$ cat src/hdl/lsu_cfg.svh
// LSU configuration
// Datapath widths, in-flight buffer depth and data memory size

`ifndef LSU_CFG_SVH
`define LSU_CFG_SVH

// ------------------------------------------------
// Datapath
// ------------------------------------------------

`define LSU_XLEN            32   // Data and address width
`define LSU_SEQ_BITS        4    // Instruction sequence number
`define LSU_PREG_BITS       6    // Physical register index

// ------------------------------------------------
// Storage
// ------------------------------------------------

// Requests waiting on a memory response
`define LSU_INFLIGHT_DEPTH  4

`define LSU_MEM_WORDS       256  // Word-addressed, indexed by addr[9:2]

`endif
$ cat src/hdl/lsu_pkg.sv
// LSU shared types
// Vector typedefs for the meaningful widths and the op encodings

`include "lsu_cfg.svh"

package lsu_pkg;

  // ------------------------------------------------
  // Vectors
  // ------------------------------------------------

  typedef logic [`LSU_XLEN-1:0]      word_t;     // Data or address
  typedef logic [`LSU_SEQ_BITS-1:0]  seq_num_t;
  typedef logic [4:0]                areg_t;     // Architectural register
  typedef logic [`LSU_PREG_BITS-1:0] preg_t;

  // ------------------------------------------------
  // Encodings
  // ------------------------------------------------

  // Micro-ops issued by decode
  typedef enum logic [1:0] {
    UOP_LW = 2'd0,
    UOP_SW = 2'd1
  } lsu_uop_e;

  // Memory request operation
  typedef enum logic {
    MEM_READ  = 1'b0,
    MEM_WRITE = 1'b1
  } mem_op_e;

endpackage

$ cat src/hdl/lsu_req_stage.sv
// LSU request stage
// Registers a decode micro-op, forms op1 + op2 and issues the memory
// request while pushing its writeback metadata into the in-flight buffer

`timescale 1ns/1ps
`include "lsu_cfg.svh"

module lsu_req_stage (
  input  logic               clk,
  input  logic               rst,

  // Decode
  input  logic               d_val,
  output logic               d_rdy,
  input  lsu_pkg::lsu_uop_e  d_uop,
  input  lsu_pkg::word_t     d_pc,
  input  lsu_pkg::seq_num_t  d_seq_num,
  input  lsu_pkg::word_t     d_op1,
  input  lsu_pkg::word_t     d_op2,
  input  lsu_pkg::word_t     d_store_data,
  input  lsu_pkg::areg_t     d_waddr,
  input  lsu_pkg::preg_t     d_preg,
  input  lsu_pkg::preg_t     d_ppreg,

  // Memory request
  output logic               mem_req_val,
  input  logic               mem_req_rdy,
  output lsu_pkg::mem_op_e   mem_req_op,
  output lsu_pkg::word_t     mem_req_addr,
  output lsu_pkg::word_t     mem_req_data,

  // In-flight buffer push
  input  logic               buf_full,
  output logic               buf_push,
  output lsu_pkg::word_t     push_pc,
  output lsu_pkg::seq_num_t  push_seq_num,
  output lsu_pkg::areg_t     push_waddr,
  output lsu_pkg::preg_t     push_preg,
  output lsu_pkg::preg_t     push_ppreg,
  output logic               push_wen
);
  import lsu_pkg::*;

  logic      op_val;      // Stage register holds a micro-op
  lsu_uop_e  op_uop;
  word_t     op_pc;
  seq_num_t  op_seq_num;
  word_t     op_op1;
  word_t     op_op2;
  word_t     op_data;
  areg_t     op_waddr;
  preg_t     op_preg;
  preg_t     op_ppreg;

  logic      d_xfer;
  logic      req_xfer;

  // ------------------------------------------------
  // Stage register
  // ------------------------------------------------

  assign d_xfer   = d_val & d_rdy;
  assign req_xfer = mem_req_val & mem_req_rdy;
  assign d_rdy    = !op_val | req_xfer;  // Empty, or leaving this cycle

  always_ff @(posedge clk) begin
    if (rst) begin
      op_val <= 1'b0;
    end else if (d_xfer) begin
      op_val <= 1'b1;
    end else if (req_xfer) begin
      op_val <= 1'b0;
    end
  end

  always_ff @(posedge clk) begin
    if (d_xfer) begin
      op_uop     <= d_uop;
      op_pc      <= d_pc;
      op_seq_num <= d_seq_num;
      op_op1     <= d_op1;
      op_op2     <= d_op2;
      op_data    <= d_store_data;
      op_waddr   <= d_waddr;
      op_preg    <= d_preg;
      op_ppreg   <= d_ppreg;
    end
  end

  // ------------------------------------------------
  // Memory request
  // ------------------------------------------------

  always_comb begin
    case (op_uop)
      UOP_SW:  mem_req_op = MEM_WRITE;
      default: mem_req_op = MEM_READ;
    endcase
  end

  // Hold back while no buffer slot is free for the metadata
  assign mem_req_val  = op_val & !buf_full;
  assign mem_req_addr = op_op1 + op_op2;
  assign mem_req_data = op_data;

  // Metadata enters the buffer with the request
  assign buf_push     = req_xfer;
  assign push_pc      = op_pc;
  assign push_seq_num = op_seq_num;
  assign push_waddr   = op_waddr;
  assign push_preg    = op_preg;
  assign push_ppreg   = op_ppreg;
  assign push_wen     = (op_uop == UOP_LW);  // Stores retire without a write

  // Decode only offers loads and stores
  uop_known_a: assert property (@(posedge clk) disable iff (rst)
    d_val |-> d_uop inside {UOP_LW, UOP_SW})
    else $error("lsu_req_stage: unknown micro-op from decode");

endmodule

$ cat config.mk
export PLATFORM = sky130hd
export DESIGN_NAME = lsu_req_stage
export DESIGN_NICKNAME = d
export VERILOG_FILES = /design/src/hdl/lsu_pkg.sv /design/src/hdl/lsu_req_stage.sv
export VERILOG_INCLUDE_DIRS = /design/src /design/src/hdl
export SDC_FILE = /design/constraint.sdc
export NUM_CORES = 1
export LEC_CHECK = 0
export ABC_AREA = 1
export BUFFER_PORTS_ARGS = -buffer_cell sky130_fd_sc_hd__buf_2
export CAP_MARGIN = 10
export CORE_UTILIZATION = 51
export CTS_BUF_LIST = sky130_fd_sc_hd__clkbuf_4 sky130_fd_sc_hd__clkbuf_8
export CTS_CLUSTER_SIZE = 25
export DETAILED_ROUTE_END_ITERATION = 8
export PLACE_DENSITY = 0.82
export SKIP_CTS_REPAIR_TIMING = 1
export SLEW_MARGIN = 25
export SYNTH_ARGS = -nofsm -noshare
export SYNTH_HDL_FRONTEND = slang
export SYNTH_SLANG_ARGS = --single-unit
$ cat constraint.sdc
create_clock -name clk -period 18.9 [get_ports clk]
set_input_delay 1.89 -clock clk [delete_from_list [all_inputs] [get_ports clk]]
set_output_delay 1.89 -clock clk [all_outputs]
set_load 0.01 [all_outputs]
Word-level counts from Yosys, hierarchy flattened --
Index checks and enable logic that the tools add are counted.
Storage, ports and cells: flip-flop bits (word level) 152, output and inout bits 122, logic and storage cells 23
Operators by class: add/subtract/negate cells 1, eq/ne operators 1, multiplexer cells 3, bitwise logic cells 4, reduce and logical (&&, ||, !) cells 4
Operators with widths (number):
- $add 32x32->32 | 1
- $and 1x1->1 | 3
- $mux 1 | 3
- $eq 2x1->1 const B | 1
- $logic_not 1->1 | 2
- $logic_not 2->1 | 1
- $reduce_bool 2->1 | 1
- $or 1x1->1 | 1

Depth between registers and ports, before layout --
depth in word-level cells 6, gate-level depth with buffers 12

Least setup slack after synthesis --
Ideal clock, no wire load.
path kind input-to-reg, start point input port buf_full, end point register op_data[0], in the netlist mem_req_data[0] (enable), setup time 664 ps, data arrival time 8659 ps, path slack 9578 ps, stages on the path 3, cell sequence nor3b_1 nor2_1 nor2_1
Between the ends: longest elaborated chain between the ends 5
RTL lines:
- from (decl) | RTL line lsu_req_stage.sv:33 | input logic buf_full,
- $logic_not 1->1 | RTL line lsu_req_stage.sv:102 | assign mem_req_val = op_val & !buf_full;
- $and 1x1->1 | RTL line lsu_req_stage.sv:102
- $and 1x1->1 | RTL line lsu_req_stage.sv:63 | assign req_xfer = mem_req_val & mem_req_rdy;
- $or 1x1->1 | RTL line lsu_req_stage.sv:64 | assign d_rdy = !op_val | req_xfer;
- $and 1x1->1 | RTL line lsu_req_stage.sv:62 | assign d_xfer = d_val & d_rdy;
- via d_xfer | RTL line lsu_req_stage.sv:55 | logic d_xfer;
- to (signal assigned) | RTL line lsu_req_stage.sv:83 | op_data <= d_store_data;
- to (decl) | RTL line lsu_req_stage.sv:50 | word_t op_data;
The timed path passes the listed nets, and every way through them passes these cells. A chain may end at the register's enable or synchronous reset.

Final worst setup path --
start point input port buf_full, end point output port d_rdy
Between the ends: longest elaborated chain between the ends 4
RTL lines:
- $logic_not 1->1 | RTL line lsu_req_stage.sv:102
- $and 1x1->1 | RTL line lsu_req_stage.sv:102
- $and 1x1->1 | RTL line lsu_req_stage.sv:63
- $or 1x1->1 | RTL line lsu_req_stage.sv:64
- to (decl) | RTL line lsu_req_stage.sv:14 | output logic d_rdy,
No other way between the ends.

==> summary by stage <==
STA
For the pin with the worst max-slew slack, the measured transition is 0.791 ns. The clock arrives with 0.0139 ns of skew. After layout, the worst setup slack is 14.42 ns. The setup total negative slack is 0 ns. Setup violations remaining at the end of the flow were counted as 0. The clock period could shrink to 4.48 ns. Dividing the final minimum period by the clock period gives 0.237. Setup repair after global routing left no endpoint under its margin. The final count of hold timing violations came to 0. The relative slew slack is 0.473. The highest attainable clock frequency is 0.223 GHz.

The count of final max-slew check failures is 0.

Floorplan
The overall die area is 0.0142 sq mm. For this configuration, the core starts out at a cell density of 0.525. The placeable core region is 0.0133 sq mm. The floorplan has 42 rows.

Measured along the y axis, the die boundary spans 119 um. During I/O placement, the number of pins put on the boundary was 278. The horizontal die dimension is 119 um.

Setup path
The signal on the critical path passes through buf_2 -> nor3b_1 -> nor2_1 -> inv_1 -> buf_2. The worst register-to-register path has a depth of 5. The delay of the slowest cell on the worst path is 0.24 ns. The worst-path cell with the longest stage delay is sky130_fd_sc_hd__nor3b_1. The peak fanout along the critical path is 2.

In this run the number of cells on the critical path is 5. The worst path required time is 17.01 ns. The number of buffer and inverter instances along the worst setup path is 3.

The data arrival at the endpoint of the critical path is 2.59 ns. Grouping stages by cell kind, the critical path spends the most delay in simple AND/OR/NAND/NOR gates. In this design, the critical path's most frequently occurring cell is sky130_fd_sc_hd__buf_2. The worst setup path is launched from a primary input.

The endpoint kind of the worst setup timing path is a primary output. The startpoint-to-endpoint class of the critical path is in -> out.

Routing
Summed over all nets, wire length on met2 after detailed routing comes to 8630 um. The routed design uses 1420 um of met3 wire. After detailed routing, the average wire length per cell comes to 14.8 um.

The via count is 5,437. The final wirelength is 17,000 um. In the final routing, the length of wire on met1 measures 6230 um. The highest signal layer in the routed design is met5. The violation count after the first detailed-routing iteration is 303.

The number of optimization iterations in the first detailed-route pass is 4. The number of nets with antenna violations after routing is 0. The via count normalized by instance count is 4.75. The residual DRC count is 0.

Run status
The run finished with clean final reports.

Final layout
Leaving out fill and tap cells, the most frequent cell in the layout is sky130_fd_sc_hd__buf_2. The top cell types in the final layout, fill and taps aside, are 277 x sky130_fd_sc_hd__buf_2, 221 x sky130_fd_sc_hd__nand2_1, 151 x sky130_fd_sc_hd__edfxtp_1. In the final layout, the share of cells above drive strength 1 is 0.350. The net total in the final layout is 1,142. The total of fill cells in the finished design is 1,040. From synthesis to final layout, the design area changed by 29.8%. After routing the design area is 0.00907 sq mm.

Clock tree
The clock latency at the later pin of the worst-skew pair is 0.45 ns. The clock buffer count from CTS is 17. The clock slew seen by the registers of the worst setup and hold paths is 0.10 ns. TritonCTS built the clock tree. The root buffer cell is sky130_fd_sc_hd__clkbuf_8.

The maximum level of the CTS H-tree is 4. The buffer levels on the longest clock path is 2. Clock tree synthesis found a total of 152 sinks.

Min path
The path class of the lowest-slack min-delay path is reg -> reg. The number of stages on the worst hold path is 4.

Logic synthesis
When the netlist entered floorplanning its net count stood at 845. The sequential share of the synthesized area is 0.652. The biggest area consumer among synthesized cells is sky130_fd_sc_hd__edfxtp_1.

After synthesis the cells add up to 0.00699 sq mm. The synthesized instance count is 657. The synthesized netlist contains 23 unique library cells. After synthesis, the cell types taking the most area are sky130_fd_sc_hd__edfxtp_1 65%, sky130_fd_sc_hd__nand2_1 12%, sky130_fd_sc_hd__inv_1 6.1%.

The average cell area after synthesis is 10.6 sq um. The post-synthesis sequential element count is 152. Yosys printed 0 warnings. The area share of the leading cell type in the synthesized netlist is 0.649.

Global route
The number of antenna violations at the first check in global routing came to 8. The largest net degree at the start of global routing is 152. The via count of the first global-routing pass is 5,301.

The global router's overall resource usage is 0.249. The first global-routing pass estimated 26,300 um of wire. The leftover overflow at the end of global routing is 0.

Place
The placement-stage worst setup slack is 14.44 ns. The final RePlAce weighted congestion is 0.872. Buffers placed on the I/O ports in this run total 277. The HPWL after detailed placement is 13,400 um. The cell area after placement is 0.00862 sq mm.

Pwr
The peak supply drop is 0.000101 V. The power density over cell area is 89.8 mW/mm^2. In this run the static leakage power is 4.53 nW.

Run
The number of maximum-capacitance constraint violations is 0.
[cell usage after synthesis (all sizes together)]
library cell and n:
a21o 1, nand4 3, nor2 45, inv 116
xnor2 2, nand3 27, nor3 5, o21bai 2
fa 1, ha 31, nand2 235, edfxtp 151
xor2 14, nor3b 1, dfxtp 1, or2 1
a21oi 21
[worst register-to-register path, stage by stage (launching register included)]
cell and delay [ns]:
sky130_fd_sc_hd__dfxtp_1 0.32, sky130_fd_sc_hd__inv_1 0.06, sky130_fd_sc_hd__nor3b_1 0.24, sky130_fd_sc_hd__nor2_1 0.12
sky130_fd_sc_hd__nor2_4 0.11, sky130_fd_sc_hd__buf_12 0.57
[worst paths after layout]
check | start | end | slack (ns)
worst max-delay path | buf_full | d_rdy | 14.42
worst min-delay path | op_val$_SDFFE_PP0P_ | op_val$_SDFFE_PP0P_ | 0.66
worst max register to register | op_val$_SDFFE_PP0P_ | op_op2[24]$_DFFE_PP_ | 16.99
worst min register to register | op_val$_SDFFE_PP0P_ | op_val$_SDFFE_PP0P_ | 0.66
[layout make-up]
cell class                      instances  area [sq um]  area share
Antenna cell                            2          5.00    0.000552
Clock buffer                           17           234      0.0258
Clock inverter                         15           208      0.0229
Inverter                              116           435      0.0480
Multi-Input combinational cell        389          2000       0.221
Sequential cell                       152          4550       0.502
Tap cell                              176           220      0.0243
Timing Repair Buffer                  278          1410       0.155
[report_power, final]
part	internal (mW)	switching, mW
sequential	0.395	0.00517
clock	0.126	0.142
combinational	0.0558	0.0903
[state kept, by name (all words and copies together), names as in the netlist]
name	cells
mem_req_data	32
op_op1	32
op_op2	32
op_uop	2
op_val	1
push_pc	32
push_ppreg	6
push_preg	6
push_seq_num	4
push_waddr	5
[through the flow]
stage | instances | power [mW] | hold slack [ns] | util
global route | 1145 | 0.850 | 0.711 | 0.682
finish | 1145 | 0.814 | 0.662 | 0.682
floorplan | 657 | 0.496 | 0.613 | -
detailed placement | 1111 | 0.554 | 0.639 | 0.648
CTS | 1143 | 0.822 | 0.657 | 0.682
global placement | 1111 | 0.551 | 0.611 | 0.648
[logic make-up after synthesis]
logic type      share of synthesized area
simple gates                        0.188
flops                               0.652
buf+inv                            0.0623
fa+ha+maj                          0.0584
compound gates                     0.0188
xor+xnor                           0.0201
[per-layer routing]
metal | GRT usage | up-vias
li1 | - | 2732
met2 | 0.431 | 192
met1 | 0.265 | 2455
met5 | 0 | -
met3 | 0.0967 | 48
met4 | 0.118 | 10
Power figures use the tool's default switching activity.
