$ cat config.mk
export PLATFORM = sky130hd
export DESIGN_NAME = lsu_inflight_buf
export DESIGN_NICKNAME = d
export VERILOG_FILES = /design/src/hdl/lsu_pkg.sv /design/src/hdl/lsu_inflight_buf.sv
export VERILOG_INCLUDE_DIRS = /design/src /design/src/hdl
export SDC_FILE = /design/constraint.sdc
export NUM_CORES = 1
export LEC_CHECK = 0
export BUFFER_PORTS_ARGS = -buffer_cell sky130_fd_sc_hd__buf_4
export CAP_MARGIN = 20
export CORE_ASPECT_RATIO = 1.25
export CORE_UTILIZATION = 45
export DETAILED_ROUTE_END_ITERATION = 10
export GPL_TIMING_DRIVEN = 1
export PLACE_DENSITY_LB_ADDON = 0.25
export SKIP_LAST_GASP = 1
export SYNTH_ARGS = -nofsm -noshare
export SYNTH_HDL_FRONTEND = slang
export SYNTH_SLANG_ARGS = --single-unit
$ cat constraint.sdc
create_clock -name clk -period 4.14 [get_ports clk]
set_input_delay 0.621 -clock clk [delete_from_list [all_inputs] [get_ports clk]]
set_output_delay 0.621 -clock clk [all_outputs]
set_load 0.01 [all_outputs]
$ cat src/hdl/lsu_cfg.svh
// LSU configuration
// Datapath widths, in-flight buffer depth and data memory size

`ifndef LSU_CFG_SVH
`define LSU_CFG_SVH

// ------------------------------------------------
// Datapath
// ------------------------------------------------

`define LSU_XLEN            32   // Data and address width
`define LSU_SEQ_BITS        4    // Instruction sequence number
`define LSU_PREG_BITS       6    // Physical register index

// ------------------------------------------------
// Storage
// ------------------------------------------------

// Requests waiting on a memory response
`define LSU_INFLIGHT_DEPTH  4

`define LSU_MEM_WORDS       256  // Word-addressed, indexed by addr[9:2]

`endif
$ cat src/hdl/lsu_pkg.sv
// LSU shared types
// Vector typedefs for the meaningful widths and the op encodings

`include "lsu_cfg.svh"

package lsu_pkg;

  // ------------------------------------------------
  // Vectors
  // ------------------------------------------------

  typedef logic [`LSU_XLEN-1:0]      word_t;     // Data or address
  typedef logic [`LSU_SEQ_BITS-1:0]  seq_num_t;
  typedef logic [4:0]                areg_t;     // Architectural register
  typedef logic [`LSU_PREG_BITS-1:0] preg_t;

  // ------------------------------------------------
  // Encodings
  // ------------------------------------------------

  // Micro-ops issued by decode
  typedef enum logic [1:0] {
    UOP_LW = 2'd0,
    UOP_SW = 2'd1
  } lsu_uop_e;

  // Memory request operation
  typedef enum logic {
    MEM_READ  = 1'b0,
    MEM_WRITE = 1'b1
  } mem_op_e;

endpackage

$ cat src/hdl/lsu_inflight_buf.sv
// LSU in-flight buffer
// Circular FIFO of writeback metadata for requests awaiting a response

`timescale 1ns/1ps
`include "lsu_cfg.svh"

module lsu_inflight_buf (
  input  logic               clk,
  input  logic               rst,

  input  logic               push,
  input  lsu_pkg::word_t     push_pc,
  input  lsu_pkg::seq_num_t  push_seq_num,
  input  lsu_pkg::areg_t     push_waddr,
  input  lsu_pkg::preg_t     push_preg,
  input  lsu_pkg::preg_t     push_ppreg,
  input  logic               push_wen,

  input  logic               pop,
  output logic               full,
  output logic               empty,

  output lsu_pkg::word_t     head_pc,
  output lsu_pkg::seq_num_t  head_seq_num,
  output lsu_pkg::areg_t     head_waddr,
  output lsu_pkg::preg_t     head_preg,
  output lsu_pkg::preg_t     head_ppreg,
  output logic               head_wen
);
  import lsu_pkg::*;

  localparam int DEPTH    = `LSU_INFLIGHT_DEPTH;
  localparam int PTR_BITS = $clog2(DEPTH);
  localparam int CNT_BITS = $clog2(DEPTH + 1);

  // Entry storage, one array per field
  word_t     pc_q      [DEPTH];
  seq_num_t  seq_num_q [DEPTH];
  areg_t     waddr_q   [DEPTH];
  preg_t     preg_q    [DEPTH];
  preg_t     ppreg_q   [DEPTH];
  logic      wen_q     [DEPTH];

  logic [PTR_BITS-1:0] wr_ptr;
  logic [PTR_BITS-1:0] rd_ptr;
  logic [CNT_BITS-1:0] count;

  assign full  = (count == CNT_BITS'(DEPTH));
  assign empty = (count == '0);

  // ------------------------------------------------
  // Pointers and occupancy
  // ------------------------------------------------

  always_ff @(posedge clk) begin
    if (rst) begin
      wr_ptr <= '0;
      rd_ptr <= '0;
      count  <= '0;
    end else begin
      if (push) begin
        wr_ptr <= (wr_ptr == PTR_BITS'(DEPTH - 1)) ? '0 : wr_ptr + 1'b1;
      end
      if (pop) begin
        rd_ptr <= (rd_ptr == PTR_BITS'(DEPTH - 1)) ? '0 : rd_ptr + 1'b1;
      end
      if (push && !pop) begin
        count <= count + 1'b1;
      end else if (pop && !push) begin
        count <= count - 1'b1;
      end  // Both at once leave the count as is
    end
  end

  always_ff @(posedge clk) begin
    if (push) begin
      pc_q[wr_ptr]      <= push_pc;
      seq_num_q[wr_ptr] <= push_seq_num;
      waddr_q[wr_ptr]   <= push_waddr;
      preg_q[wr_ptr]    <= push_preg;
      ppreg_q[wr_ptr]   <= push_ppreg;
      wen_q[wr_ptr]     <= push_wen;
    end
  end

  // Oldest entry
  assign head_pc      = pc_q[rd_ptr];
  assign head_seq_num = seq_num_q[rd_ptr];
  assign head_waddr   = waddr_q[rd_ptr];
  assign head_preg    = preg_q[rd_ptr];
  assign head_ppreg   = ppreg_q[rd_ptr];
  assign head_wen     = wen_q[rd_ptr];

  no_overflow_a: assert property (@(posedge clk) disable iff (rst) !(push && full))
    else $error("lsu_inflight_buf: push while full");

  no_underflow_a: assert property (@(posedge clk) disable iff (rst) !(pop && empty))
    else $error("lsu_inflight_buf: pop while empty");

endmodule

Word-level counts from Yosys, hierarchy flattened
Memory sizes are Yosys's and may differ from the RTL's. A register that Yosys moved wholly into a read port is not among the register bits. Cells that the tools add are included.

Add/subtract/negate cells: 4. Eq/ne operators: 3. Multiplexer cells: 18. Reductions and logical operators: 6.

Operators with widths (number): $mux 2 (14); $mux 3 (2); $add 2x1->2 const B (2); $eq 2x2->1 const B (2); $add 3x1->3 const B (1); $eq 3x3->1 const B (1); $logic_not 3->1 (1); $sub 3x1->3 const B (1); $logic_and 1x1->1 (2); $logic_not 1->1 (2); $mux 1 (2); $reduce_bool 2->1 (1).

Register bits after elaboration: 7. Memory bits (writable): 216. Output and inout port bits: 56. Word-level logic and storage cells: 40. Memories: 6.

Memories: pc_q (words 4, bits a word 32, read ports 1, clocked after Yosys merged registers in 1, write ports 1, line lsu_inflight_buf.sv:37) `word_t pc_q [DEPTH];`; ppreg_q (words 4, bits a word 6, read ports 1, clocked after Yosys merged registers in 1, write ports 1, line lsu_inflight_buf.sv:41) `preg_t ppreg_q [DEPTH];`; preg_q (words 4, bits a word 6, read ports 1, clocked after Yosys merged registers in 1, write ports 1, line lsu_inflight_buf.sv:40) `preg_t preg_q [DEPTH];`; waddr_q (words 4, bits a word 5, read ports 1, clocked after Yosys merged registers in 1, write ports 1, line lsu_inflight_buf.sv:39) `areg_t waddr_q [DEPTH];`; seq_num_q (words 4, bits a word 4, read ports 1, clocked after Yosys merged registers in 1, write ports 1, line lsu_inflight_buf.sv:38) `seq_num_t seq_num_q [DEPTH];`; wen_q (words 4, bits a word 1, read ports 1, clocked after Yosys merged registers in 1, write ports 1, line lsu_inflight_buf.sv:42) `logic wen_q [DEPTH];`.

Depth between registers and ports, before layout
Gate-level depths: netlist of run 1.

Depth after elaboration: 4. Mapped depth: 7. Mapped depth without buffers: 7.

Least setup slack after synthesis of run 1
No wires, ideal clock.

Path kind: input -> register. Start point: input push. End point: memory pc_q[0][0] (netlist bit) (enable). Data arrival time: 1905 ps. Required time: 3723 ps. Slack: 1818 ps. Stages: 1. Buffers on the path: 0. Path through: and2_1.

Word-level cells in the longest chain between the ends: 2.

Ends and longest elaborated chain: from (decl) (line lsu_inflight_buf.sv:11) `input logic push,`; $mux 1 (line lsu_inflight_buf.sv:76) `if (push) begin`; $mux 1 (implied by the code) (line lsu_inflight_buf.sv:77) `pc_q[wr_ptr] <= push_pc;`; to (decl) (line lsu_inflight_buf.sv:37).

Every way passes these cells.

==> results of run 1 <==
## how the worst max path moves through the flow
stage | cells past startpoint | end | slack (ns)
after floorplan | 1 | pc_q[0][0]$_DFFE_PP_ | 1.82
after global placement | 3 | head_pc[21] | 1.51
after detailed placement | 3 | head_preg[3] | 1.52
after CTS | 3 | head_preg[3] | 0.97
after global routing | 3 | head_pc[23] | 0.89
final | 3 | head_preg[3] | 1.09
## logic make-up (layout without fill, tap and decap cells)
logic type | Yosys count | after routing | share of synthesized area [%]
AO/OA/AOI/OAI | 3 | 3 | 0.181
XOR/XNOR | 2 | 2 | 0.211
adder cells (fa/ha/maj) | 7 | 7 | 1.15
buffers and inverters | 16 | 169 | 1.88
flip-flops | 225 | 225 | 80.3
multiplexers | 58 | 58 | 15.3
AND/OR/NAND/NOR | 15 | 15 | 0.935
## cell type report
cell class	instances	area [sq um]	area share, %
multi-input cells	85	1480	14.6
clock inverters	12	165	1.62
flip-flops and latches	225	6670	65.6
clock buffers	28	614	6.04
well taps	228	285	2.80
repair buffers	125	938	9.23
inverters	4	15.0	0.148
## state kept, by name (all words and copies together), names as in the netlist, 3 cells and up, named ones only
register,count
pc_q,128
ppreg_q,24
preg_q,24
waddr_q,20
seq_num_q,16
wen_q,4
count,3
## report_power, final
group          leakage (uW)  switching (uW)  internal, uW
clock              0.000383             786          1300
sequential          0.00206            53.3          2610
combinational       0.00105             210           247
## stage by stage
step / hold WS [ns] / utilization [%] / power (uW) / area (sq um)
after floorplan: 0.460 / - / 2940 / 8300
final: 0.327 / 56.2 / 5200 / 10200
after global routing: 0.309 / 56.2 / 5380 / 10200
after detailed placement: 0.527 / 51.9 / 3180 / 9390
after CTS: 0.305 / 56.2 / 5270 / 10200
after global placement: 0.477 / 51.9 / 3160 / 9390
## placed cells by master, fill, tap and decap left out, drive strengths merged
cell type / netlist / layout
a21oi: 2 / 2
and2: 4 / 4
buf: 11 / 125
bufinv: 0 / 4
clkbuf: 1 / 28
clkinv: 0 / 7
clkinvlp: 0 / 1
dfxtp: 9 / 9
edfxtp: 216 / 216
fa: 1 / 1
ha: 6 / 6
inv: 4 / 4
mux2i: 4 / 4
mux4: 54 / 54
nor2: 7 / 7
nor3: 1 / 1
nor3b: 2 / 2
o21ai: 1 / 1
or3: 1 / 1
xor2: 2 / 2
## worst reg2reg max path, cell delays in order (launching register included)
cell     delay (ns)
dfxtp_1        0.35
inv_1          0.09
ha_1           0.14
and2_2         0.63
buf_4          0.46
## routing by layer
layer / global-route usage (%) / up-vias / wire, um
met5: 0 / - / 0
met4: 4.42 / 0 / 237
met3: 2.86 / 16 / 688
met2: 28.5 / 78 / 8030
met1: 19.9 / 1944 / 5780
li1: - / 1659 / -
==> impl_metrics.env, run 1 <==
export IMPL_synth_top_area_share_pct=78.2
export IMPL_crit_path_cell_trace="buf_4 > mux4_2 > buf_4"
export IMPL_h_tree_depth=1
export IMPL_post_cts_buffers=0
export IMPL_grt_max_degree=38
export IMPL_place_congestion=0.655
export IMPL_syn_avg_cell_area_sq_um=25.5
export IMPL_vias_per_cell=5.23
export IMPL_area_growth_pct=22.6
export IMPL_insertion_delay_ns=0.49
export IMPL_wire_per_inst_um=20.8
export IMPL_min_to="pc_q[1][12]$_DFFE_PP_"
export IMPL_row_count=55
export IMPL_cp_buffers_inverters=2
export IMPL_tns_ns=0
export IMPL_rsz0062_at_grt="no"
export IMPL_period_minus_slack_ns=3.05
export IMPL_synth_area_leaders="edfxtp_1 78%, mux4_2 14%, dfxtp_1 2.2%, mux4_1 1.3%, buf_12 1.2%"
export IMPL_numCtsBuffers=22
export IMPL_grt_pass1_wl_um=22300
export IMPL_wirelength_um=14700
export IMPL_hold_start="push_pc[12]"
export IMPL_clock_skew_ns=0.00610
export IMPL_crit_slowest_cell="dfxtp_4"
export IMPL_synth_area_sq_mm=0.00830
export IMPL_synth_top_cell_by_area="edfxtp_1"
export IMPL_slew_headroom_pct=32.6
export IMPL_seq_area_frac_synth_pct=80.3
export IMPL_tightest_slew_ns=1.01
export IMPL_synth_edf_count=216
export IMPL_endpoint_kind="primary output"
export IMPL_ir_worst_vdd_mv=0.316
export IMPL_via_count=3697
export IMPL_yosysMostFrequentCell="edfxtp_1"
export IMPL_slowest_delay_ns=0.82
export IMPL_cts_sinks=225
export IMPL_ant_nets=0
export IMPL_core_sq_mm=0.0181
export IMPL_cp_common_cell="buf_4"
export IMPL_r2r_worst_path_cells=4
export IMPL_drive_gt1_share_pct=45.3
export IMPL_post_cts_resized=0
export IMPL_synth_warnings=0
export IMPL_clkTransAtPathRegs_ns=0.06
export IMPL_hold_buffers=0
export IMPL_start_util_pct=45.9
export IMPL_synth_cells=326
export IMPL_cts_root_buffer="clkbuf_16"
export IMPL_yosysUniqueCellTypes=20
export IMPL_crit_arrival_ns=2.43
export IMPL_cts_tree="done"
export IMPL_ioPinCount=114
export IMPL_maxCapViolations=0
export IMPL_netlist_top_cells_count="216 x edfxtp_1, 50 x mux4_2, 9 x dfxtp_1, 7 x nor2_1, 6 x ha_1"
export IMPL_finalNonFillerCells=707
export IMPL_fp_dieW_um=123
export IMPL_drtIter0Drc=198
export IMPL_n_antenna_cell=0
export IMPL_worstPathRequired_ns=3.52
export IMPL_finalNetCount=528
export IMPL_cts_buffer_depth=3
export IMPL_synth_main_ff_cell="edfxtp_1"
export IMPL_rr_startpoint="wr_ptr[0]$_SDFFE_PP0P_"
export IMPL_finalHoldViolCount=0
export IMPL_portBuffers=113
export IMPL_hpwlAfterDp_um=9190
export IMPL_path_delay_family="flip-flops"
export IMPL_path_max_fanout=35
export IMPL_worst_hold_path_type="in2reg"
export IMPL_async_reset_ff_share_pct=0
export IMPL_r2r_end="seq_num_q[0][2]$_DFFE_PP_"
export IMPL_fill_cells=1369
export IMPL_grt_ovfl_total=0
export IMPL_power_density_mw_per_mm2=512
export IMPL_syn_nets=391
export IMPL_leakage_uw=0.00350
export IMPL_grt_pass1_vias=4068
export IMPL_finalWorstSetupSlack_ns=1.09
export IMPL_antenna_found_initial=0
export IMPL_drv_slew=0
export IMPL_first_pass_iters=4
export IMPL_dp_slack_ns=1.52
export IMPL_status="finished, final reports clean"
export IMPL_start_kind="register"
export IMPL_grt_use_total_pct=16.0
export IMPL_max_freq_mhz=328
export IMPL_placed_cells=667
export IMPL_min_path_cells=1
export IMPL_r2r_slack_ns=2.14
export IMPL_synth_seq_cells=225
export IMPL_drc=0
export IMPL_die_area_sq_mm=0.0190
export IMPL_crit_type="reg2out"
export IMPL_chipHeight_um=154
export IMPL_fin_crit_sh_pct=73.7
export IMPL_setup_viol=0
Power figures use the tool's default switching activity.
==> inputs of run 2 (changes only) <==
==> constraint.sdc (replaced) <==
create_clock -name clk -period 2.8 [get_ports clk]
set_input_delay 0.42 -clock clk [delete_from_list [all_inputs] [get_ports clk]]
set_output_delay 0.42 -clock clk [all_outputs]
set_load 0.01 [all_outputs]
==> impl_metrics.env, run 2 (synthesized netlist as in run 1, its figures left out) <==
export IMPL_status="finished, final reports clean"
export IMPL_rr_startpoint="wr_ptr[0]$_SDFFE_PP0P_"
export IMPL_clkPwrFrac_pct=35.2
export IMPL_hpwlAfterDp_um=9130
export IMPL_tightest_slew_ns=0.543
export IMPL_ioPinCount=114
export IMPL_r2r_end="preg_q[3][5]$_DFFE_PP_"
export IMPL_cts_root_buffer="clkbuf_16"
export IMPL_place_congestion=0.690
export IMPL_hold_buffers=0
export IMPL_top_regs="pc_q x128, ppreg_q x24, preg_q x24"
export IMPL_vias_per_cell=5.24
export IMPL_finalWorstSetupSlack_ns=0.267
export IMPL_r2r_slack_ns=1.10
export IMPL_wire_per_inst_um=21.0
export IMPL_grt_pass1_vias=4106
export IMPL_whs_ns=0.130
export IMPL_pwr_share_seq_pct=54.9
export IMPL_row_count=55
export IMPL_numCtsBuffers=21
export IMPL_slew_headroom_pct=63.8
export IMPL_r2r_worst_path_cells=3
export IMPL_largest_reg_flops=128
export IMPL_path_max_fanout=19
export IMPL_regMostFlops="pc_q"
export IMPL_power_density_mw_per_mm2=710
export IMPL_crit_type="reg2out"
export IMPL_start_util_pct=45.9
export IMPL_switching_share_pct=21.3
export IMPL_hold_start="push_pc[2]"
export IMPL_first_pass_iters=4
export IMPL_fp_dieW_um=123
export IMPL_combinationalPowerShare_pct=9.9
export IMPL_worst_hold_path_type="in2reg"
export IMPL_rsz0062_at_grt="no"
export IMPL_cts_tree="done"
export IMPL_wirelength_um=14800
export IMPL_grt_pass1_wl_um=22800
export IMPL_worstPathRequired_ns=2.38
export IMPL_tns_ns=0
export IMPL_post_cts_resized=0
export IMPL_antenna_found_initial=1
export IMPL_clock_skew_ns=0.00974
export IMPL_grt_use_total_pct=16.2
export IMPL_drv_slew=0
export IMPL_endpoint_kind="primary output"
export IMPL_drive_gt1_share_pct=43.8
export IMPL_dp_slack_ns=0.725
export IMPL_fin_crit_sh_pct=90.5
export IMPL_fill_cells=1394
export IMPL_core_sq_mm=0.0181
export IMPL_drc=0
export IMPL_finalHoldViolCount=0
export IMPL_setup_viol=0
export IMPL_final_util_pct=55.4
export IMPL_die_area_sq_mm=0.0190
export IMPL_min_to="pc_q[2][2]$_DFFE_PP_"
export IMPL_grt_ovfl_total=0
export IMPL_clkTransAtPathRegs_ns=0.06
export IMPL_portBuffers=113
export IMPL_p_switching_uw=1520
export IMPL_final_cell_mix="216 x edfxtp_1, 123 x buf_4, 50 x mux4_2"
export IMPL_ir_worst_vdd_mv=0.379
export IMPL_cts_sinks=225
export IMPL_finalNetCount=528
export IMPL_insertion_delay_ns=0.49
export IMPL_maxCapViolations=0
export IMPL_post_cts_buffers=0
export IMPL_via_count=3689
export IMPL_period_minus_slack_ns=2.53
export IMPL_start_kind="register"
export IMPL_finalNonFillerCells=704
export IMPL_placed_cells=668
export IMPL_min_path_cells=1
export IMPL_drtIter0Drc=261
export IMPL_p_int_uw=5600
export IMPL_max_freq_mhz=395
export IMPL_cts_buffer_depth=3
export IMPL_ant_nets=0
export IMPL_grt_max_degree=36
export IMPL_leakage_uw=0.00342
export IMPL_layout_commonest_cell="edfxtp_1"
export IMPL_h_tree_depth=1
export IMPL_area_growth_pct=20.9
export IMPL_crit_arrival_ns=2.11
export IMPL_chipHeight_um=154
-- run 2: cell count changes in the layout (fill, tap and decap cells not counted), sizes merged --
cell    change
diode       +1
buf         +1
bufinv      -4
inv         +1
clkbuf      -2
-- run 2: area by class of cell --
class                   count  area [sq um]  area share (%)
diodes                      1          2.50          0.0250
clock buffers              26           544            5.43
clock inverters             9          46.3           0.462
inverters                   4          15.0           0.150
multi-input cells          85          1480            14.8
flip-flops and latches    225          6670            66.5
well taps                 228           285            2.84
repair buffers            126           983            9.81
-- run 2: through the flow --
step / power [uW] / instance area, sq um
floorplan: 4350 / 8300
global placement: 4680 / 9440
detailed placement: 4710 / 9440
CTS: 7210 / 10000
global route: 7380 / 10000
finish: 7120 / 10000
-- run 2: power by group through the flow --
stage	logic [uW]	clock network, uW	registers, uW
after floorplan	391	0	3960
after global routing	769	2690	3920
after global placement	710	0	3970
after CTS	726	2570	3910
final	706	2500	3910
after detailed placement	725	0	3980
-- run 2: worst max-delay path: stages (launching register included) --
cell     delay (ns)
dfxtp_4        0.62
buf_12         0.26
mux4_1         0.57
buf_4          0.16
-- run 2: how the worst max path moves through the flow --
stage / start / end / slack [ns]
floorplan: wr_ptr[0]$_SDFFE_PP0P_ / pc_q[3][0]$_DFFE_PP_ / 0.55
global placement: register / head_wen / 0.73
detailed placement: register / head_wen / 0.72
CTS: register / head_wen / 0.20
global route: register / head_wen / 0.14
finish: register / head_wen / 0.27
-- run 2: layer usage --
layer / vias to the layer above / global-route usage [%] / share of wire (%)
li1: 1658 / - / -
met3: 21 / 3.19 / 4.8
met4: 0 / 3.84 / 1.2
met1: 1927 / 20.1 / 39
met5: - / 0 / 0
met2: 83 / 28.8 / 55
